## src/hw/procci_bus_pkg.sv

```systemverilog
package procci_bus_pkg;

    localparam int ADDR_W           = 8;   // Word address, both memories
    localparam int DATA_W           = 32;
    localparam int MEM_WORDS        = 256;
    localparam int RESET_CLK_CYCLES = 8;   // Core reset hold after run rises
    localparam int RST_CNT_W        = $clog2(RESET_CLK_CYCLES + 1);

    // One Wishbone-classic master request
    typedef struct packed {
        logic              cyc;
        logic              stb;
        logic              we;
        logic [ADDR_W-1:0] addr;
        logic [DATA_W-1:0] wdata;
    } wb_req_t;

    // Slave response, ack is a single-cycle pulse
    typedef struct packed {
        logic [DATA_W-1:0] rdata;
        logic              ack;
    } wb_rsp_t;

    // Host access to either memory
    typedef struct packed {
        logic              valid;   // One-cycle strobe
        logic              we;
        logic              mem_sel; // 0 imem, 1 dmem
        logic [ADDR_W-1:0] addr;
        logic [DATA_W-1:0] wdata;
    } host_req_t;

endpackage

```

## src/hw/procci_isa_pkg.sv

```systemverilog
package procci_isa_pkg;

    typedef enum logic [3:0] {
        OP_NOP   = 4'h0,
        OP_LOAD  = 4'h1,
        OP_STORE = 4'h2,
        OP_ADD   = 4'h3,
        OP_ADDI  = 4'h4,
        OP_JNZ   = 4'h5,
        OP_HALT  = 4'h6
    } opcode_e;

    // LOAD, STORE, ADD, and JNZ with addr as jump target
    typedef struct packed {
        opcode_e     opcode;
        logic [19:0] rsvd;
        logic [7:0]  addr;
    } mem_fmt_t;

    typedef struct packed {
        opcode_e     opcode;
        logic [11:0] rsvd;
        logic [15:0] imm;     // Signed, widened by sext_imm
    } imm_fmt_t;

    typedef union packed {
        mem_fmt_t mem_fmt;
        imm_fmt_t imm_fmt;
    } instr_u;

    function automatic logic [31:0] sext_imm(instr_u w);
        return {{16{w.imm_fmt.imm[15]}}, w.imm_fmt.imm};
    endfunction

    function automatic instr_u enc_mem(opcode_e op, logic [7:0] addr);
        instr_u w;
        w = '0;
        w.mem_fmt.opcode = op;
        w.mem_fmt.addr = addr;
        return w;
    endfunction

    function automatic instr_u enc_imm(opcode_e op, logic [15:0] imm);
        instr_u w;
        w = '0;
        w.imm_fmt.opcode = op;
        w.imm_fmt.imm = imm;
        return w;
    endfunction

endpackage

```

## src/hw/accum_core.sv

```systemverilog
module accum_core (
    input  logic                    clk,
    input  logic                    rst_i,
    output procci_bus_pkg::wb_req_t imem_req_o,
    input  procci_bus_pkg::wb_rsp_t imem_rsp_i,
    output procci_bus_pkg::wb_req_t dmem_req_o,
    input  procci_bus_pkg::wb_rsp_t dmem_rsp_i,
    output logic                    halted_o
);
    import procci_bus_pkg::*;
    import procci_isa_pkg::*;

    typedef enum logic [1:0] {
        ST_FETCH,
        ST_EXEC,
        ST_DATA,
        ST_HALT
    } state_e;

    state_e            state_q;
    logic [ADDR_W-1:0] pc_q;
    logic [ADDR_W-1:0] pc_next;
    logic [DATA_W-1:0] acc_q;
    instr_u            instr_q;
    opcode_e           op;
    wb_req_t           imem_q;
    wb_req_t           dmem_q;

    function automatic wb_req_t fetch_req(logic [ADDR_W-1:0] a);
        wb_req_t r;
        r      = '0;
        r.cyc  = 1'b1;
        r.stb  = 1'b1;
        r.addr = a;
        return r;
    endfunction

    assign op = instr_q.mem_fmt.opcode; // Opcode sits in the same bits of both views

    // PC wraps at 256 by width
    always_comb begin
        pc_next = pc_q + 1'b1;
        if (op == OP_JNZ && acc_q != '0) begin
            pc_next = instr_q.mem_fmt.addr;
        end
    end

    always_ff @(posedge clk) begin
        if (rst_i) begin
            state_q    <= ST_FETCH;
            pc_q       <= '0;
            acc_q      <= '0;
            imem_q.cyc <= 1'b0;
            imem_q.stb <= 1'b0;
            dmem_q.cyc <= 1'b0;
            dmem_q.stb <= 1'b0;
        end else begin
            case (state_q)
                ST_FETCH: begin
                    if (!imem_q.cyc) begin
                        imem_q <= fetch_req(pc_q); // Only right after reset
                    end else if (imem_rsp_i.ack) begin
                        imem_q.cyc <= 1'b0;
                        imem_q.stb <= 1'b0;
                        instr_q    <= imem_rsp_i.rdata;
                        state_q    <= ST_EXEC;
                    end
                end
                ST_EXEC: begin
                    case (op)
                        OP_LOAD, OP_ADD, OP_STORE: begin
                            dmem_q <= '{cyc: 1'b1, stb: 1'b1, we: (op == OP_STORE),
                                        addr: instr_q.mem_fmt.addr, wdata: acc_q};
                            state_q <= ST_DATA;
                        end
                        OP_HALT: state_q <= ST_HALT;
                        default: begin  // ADDI, JNZ, NOP and unknown
                            if (op == OP_ADDI) begin
                                acc_q <= acc_q + sext_imm(instr_q);
                            end
                            pc_q    <= pc_next;
                            imem_q  <= fetch_req(pc_next);
                            state_q <= ST_FETCH;
                        end
                    endcase
                end
                ST_DATA: begin
                    if (dmem_rsp_i.ack) begin
                        dmem_q.cyc <= 1'b0;
                        dmem_q.stb <= 1'b0;
                        if (op == OP_LOAD) begin
                            acc_q <= dmem_rsp_i.rdata;
                        end else if (op == OP_ADD) begin
                            acc_q <= acc_q + dmem_rsp_i.rdata;
                        end
                        pc_q    <= pc_next;
                        imem_q  <= fetch_req(pc_next); // Next fetch overlaps nothing
                        state_q <= ST_FETCH;
                    end
                end
                default: ;  // Halted until reset
            endcase
        end
    end

    assign imem_req_o = imem_q;
    assign dmem_req_o = dmem_q;
    assign halted_o   = (state_q == ST_HALT);

    a_imem_stable: assert property (
        @(posedge clk) disable iff (rst_i)
        (imem_req_o.stb && !imem_rsp_i.ack) |=> $stable(imem_req_o)
    ) else $error("accum_core: imem request changed before ack");

    a_dmem_stable: assert property (
        @(posedge clk) disable iff (rst_i)
        (dmem_req_o.stb && !dmem_rsp_i.ack) |=> $stable(dmem_req_o)
    ) else $error("accum_core: dmem request changed before ack");

endmodule

```

## config.mk

```make
export PLATFORM = sky130hd
export DESIGN_NAME = accum_core
export DESIGN_NICKNAME = d
export VERILOG_FILES = /design/src/hw/procci_bus_pkg.sv /design/src/hw/procci_isa_pkg.sv /design/src/hw/accum_core.sv
export SDC_FILE = /design/constraint.sdc
export NUM_CORES = 1
export LEC_CHECK = 0
export BUFFER_PORTS_ARGS = -buffer_cell sky130_fd_sc_hd__buf_2
export CORE_ASPECT_RATIO = 1.2
export CORE_MARGIN = 3
export CORE_UTILIZATION = 60
export DETAILED_ROUTE_END_ITERATION = 10
export PLACE_DENSITY_LB_ADDON = 0.08
export SYNTH_ARGS = -nofsm -noshare
export SYNTH_HDL_FRONTEND = slang
export SYNTH_SLANG_ARGS = --single-unit
```

## constraint.sdc

```tcl
create_clock -name clk -period 8 [get_ports clk]
set_input_delay 0.4 -clock clk [delete_from_list [all_inputs] [get_ports clk]]
set_output_delay 0.4 -clock clk [all_outputs]
set_load 0.005 [all_outputs]
```

==> metrics.md <==
| Metric | Value |
|---|---|
| Placeable Area | 13400 um^2 |
| Worst setup EP type | flip-flop |
| Clk network pwr share | 0.320 |
| Vias | 7272 |
| WHS Endpoint | instr_q[28] |
| Synth unique cells | 85 |
| Clock Skew | 6.60 ps |
| RD Place Congestion | 0.940 |
| Antenna violations before repair | 0 |
| NumNets Final | 1150 |
| PD cells | 252 nW/um^2 |
| Share of layout cells above drive strength 1 | 0.163 |
| Critical Path RT | 8270 ps |
| Post-CTS setup buffer count | 0 |
| Setup slack, reg-to-reg | 4510 ps |
| RSZ-0062 raised after global routing | no |
| Count leader, synth | nor2_1 |
| Largest cells by area after synthesis | edfxtp_1 (25%), dfxtp_1 (11%), ha_1 (10%), a21oi_1 (4.7%), nor2_1 (4.0%) |
| Synth warn | 0 |
| Startpoint types | flip-flop |
| Fin Setup TNS | 0 ps |
| Max cap viols | 0 |
| Leak | 4.04 nW |
| # setup viols final | 0 |
| # H-tree levels | 4 |
| Crit path largest cell delay | 550 ps |
| Crit Path Class | reg2reg |
| Final wirelength | 21400 um |
| Post-synth EDFFs | 69 |
| Hold_sp | imem_rsp_i[29] |
| Die Y | 135 um |
| Cell area after synthesis | 8340 um^2 |
| Total Power | 2.37 mW |
| Sink Count | 114 |
| Status | completed |
| Starting Density | 0.622 |
| Die Width | 114 um |
| Slowest-stage cell, CP | or4_4 |
| Min Tclk post-route | 3490 ps |
| CTS Hold Bufs | 0 |
| # diodes | 0 |
| CTS buffer count | 17 |
| Worst min path class | in2reg |
| Leading area contributor after synthesis | edfxtp_1 |
| Clk Latency, worst-skew pair | 420 ps |
| Flops & latches, synth | 114 |
| Final Hold Vio Count | 0 |
| Seq/Total Area, Yosys | 0.357 |
| Number of DRC markers in iteration 0 | 502 |
| Gate Count Post-Synth | 918 |
| Critical Path AT | 3760 ps |
| Pin count of the biggest net entering global routing | 67 |
| FF-to-FF path depth | 10 |
| Routed len/inst | 17.9 um |
| Share of the synthesized area in the top cell type | 0.249 |
| # DRC | 0 |
| Die area | 15300 um^2 |
| Sw Share | 0.352 |
| GR Overflow Total | 0 |
| Main synth FF type | edfxtp_1 |
| Post-synth ARST share | 0 |
| Buf+Inv Stages, Crit Path | 0 |
| Combinational power share | 0.353 |
| R2R Path End | acc_q[30] |
| Drt pass-1 iters | 4 |
| Cts repair resizes | 0 |
| PortBufs | 109 |
| Rows | 46 |
| Fmax | 0.287 GHz |
| Tcrit/Tclk final | 0.436 |
| Sequential share of power | 0.327 |
| Crit path cell chain | ha_1 -> nand4_2 -> or3_1 -> or3_1 -> nand3_2 -> a31oi_4 -> or4_4 -> and3b_1 -> o31ai_1 -> o211ai_1 |
| Min-Delay Path Depth | 1 |
| Commonest cells post-synth | nor2_1 (88), a21oi_1 (78), nand2_1 (74), edfxtp_1 (69), ha_1 (67) |
| Slew margin rel. | 0.289 |
| Final ANT Viol Nets | 0 |
| Peak supply drop | 144 uV |
| GRT Overall Usage | 0.279 |
| Crit-path leading delay family | simple AND/OR/NAND/NOR gates |
| Worst r2r src | acc_q[12] |
| Layout area overhead | 12.6% |
| Hpwl dp | 15800 um |
| Root Buffer | clkbuf_16 |
| Psw | 0.834 mW |
| Synth Area per Inst | 9.08 um^2 |
| Crit path top cell by count | or3_1 |
| CTS tree | yes |
| Max Transition Viols Final | 0 |
| Vias in the first global route | 6846 |
| First-pass GRT wire length | 33700 um |
| Post-DR vias/cell | 6.09 |
| # IOs | 155 |
| CP Max Fanout | 5 |
| Clock tree buffer depth | 2 |
| Internal power | 1.53 mW |
| Clk slew on worst S/H paths | 60 ps |
| Worst slew pin tran | 1060 ps |
## worst register-to-register path: stages, from the launching register on
cell	delay (ps)
dfxtp_1	390
ha_1	410
nand4_2	160
or3_1	430
or3_1	370
nand3_2	130
a31oi_4	130
or4_4	550
and3b_1	180
o31ai_1	460
o211ai_1	140
## routing by layer
metal	GRT usage	share of wire	vias to the layer above
li1	-	-	3603
met1	0.322	0.39	3375
met2	0.488	0.52	220
met3	0.0430	0.044	74
met4	0.161	0.049	0
met5	0	0	-
## metrics by stage
stage	std cells	util	setup slack [ps]	hold WS [ps]	instance area, um^2
finish	1194	0.700	4510	154	9390
global route	1194	0.700	4310	141	9390
CTS	1194	0.700	4530	142	9390
detailed placement	1162	0.656	4430	499	8800
global placement	1162	0.656	4400	489	8800
floorplan	950	-	4970	406	8460
## state kept, by name (all words and copies together) (netlist names)
name        cells
imem_req_o     10
dmem_req_o     42
acc_q          32
instr_q        20
pc_q            8
state_q         2
## kinds of logic after synthesis
group                      after synthesis  synth area share
AOI/OAI and AO/OA                      299             0.241
muxes                                   13            0.0162
other                                    1          0.000450
buffers and inverters                   92            0.0657
xor gates and xnor gates                50            0.0525
adders and majority gates               69             0.105
DFF                                    114             0.357
and+or+nand+nor                        280             0.162
## layout make-up
type	count	area, um^2
Multi-Input combinational cell	744	4940
Fill cell	1084	4020
Sequential cell	114	2970
Timing Repair Buffer	116	598
Clock buffer	22	454
Tap cell	168	210
Clock inverter	10	134
Inverter	20	75.1
## cell usage in the layout (no fill, tap or decap), types with 17 or more instances in the layout
master / synthesis / routed
o21ai_0: 55 / 54
nand2_1: 74 / 74
xnor2_1: 25 / 25
nand3_1: 23 / 23
nor2_1: 88 / 88
nor3_1: 18 / 18
a21o_1: 33 / 33
inv_1: 20 / 20
edfxtp_1: 69 / 69
conb_1: 1 / 33
xor2_1: 25 / 25
o211ai_1: 28 / 28
clkbuf_16: 0 / 17
buf_2: 1 / 109
dfxtp_1: 45 / 45
ha_1: 67 / 66
a21oi_1: 78 / 78
## power by group through the flow
stage / clock network (mW) / logic, mW / registers [mW]
after floorplan: 0 / 0.674 / 0.747
after global placement: 0 / 0.811 / 0.784
after detailed placement: 0 / 0.822 / 0.785
after CTS: 0.764 / 0.829 / 0.773
after global routing: 0.788 / 0.936 / 0.780
final: 0.758 / 0.836 / 0.774
## how the worst max path moves through the flow
stage                         from        end  slack (ps)  depth (start not counted)
finish                   acc_q[12]  acc_q[30]        4510                         10
global route            instr_q[0]  acc_q[24]        4310                         11
CTS                      acc_q[12]  acc_q[30]        4530                         10
detailed placement  dmem_rsp_i[11]  acc_q[30]        4430                         11
global placement    dmem_rsp_i[11]  acc_q[30]        4400                         11
floorplan              instr_q[15]  acc_q[31]        4970                         11
(Power assumes the default switching activity.)
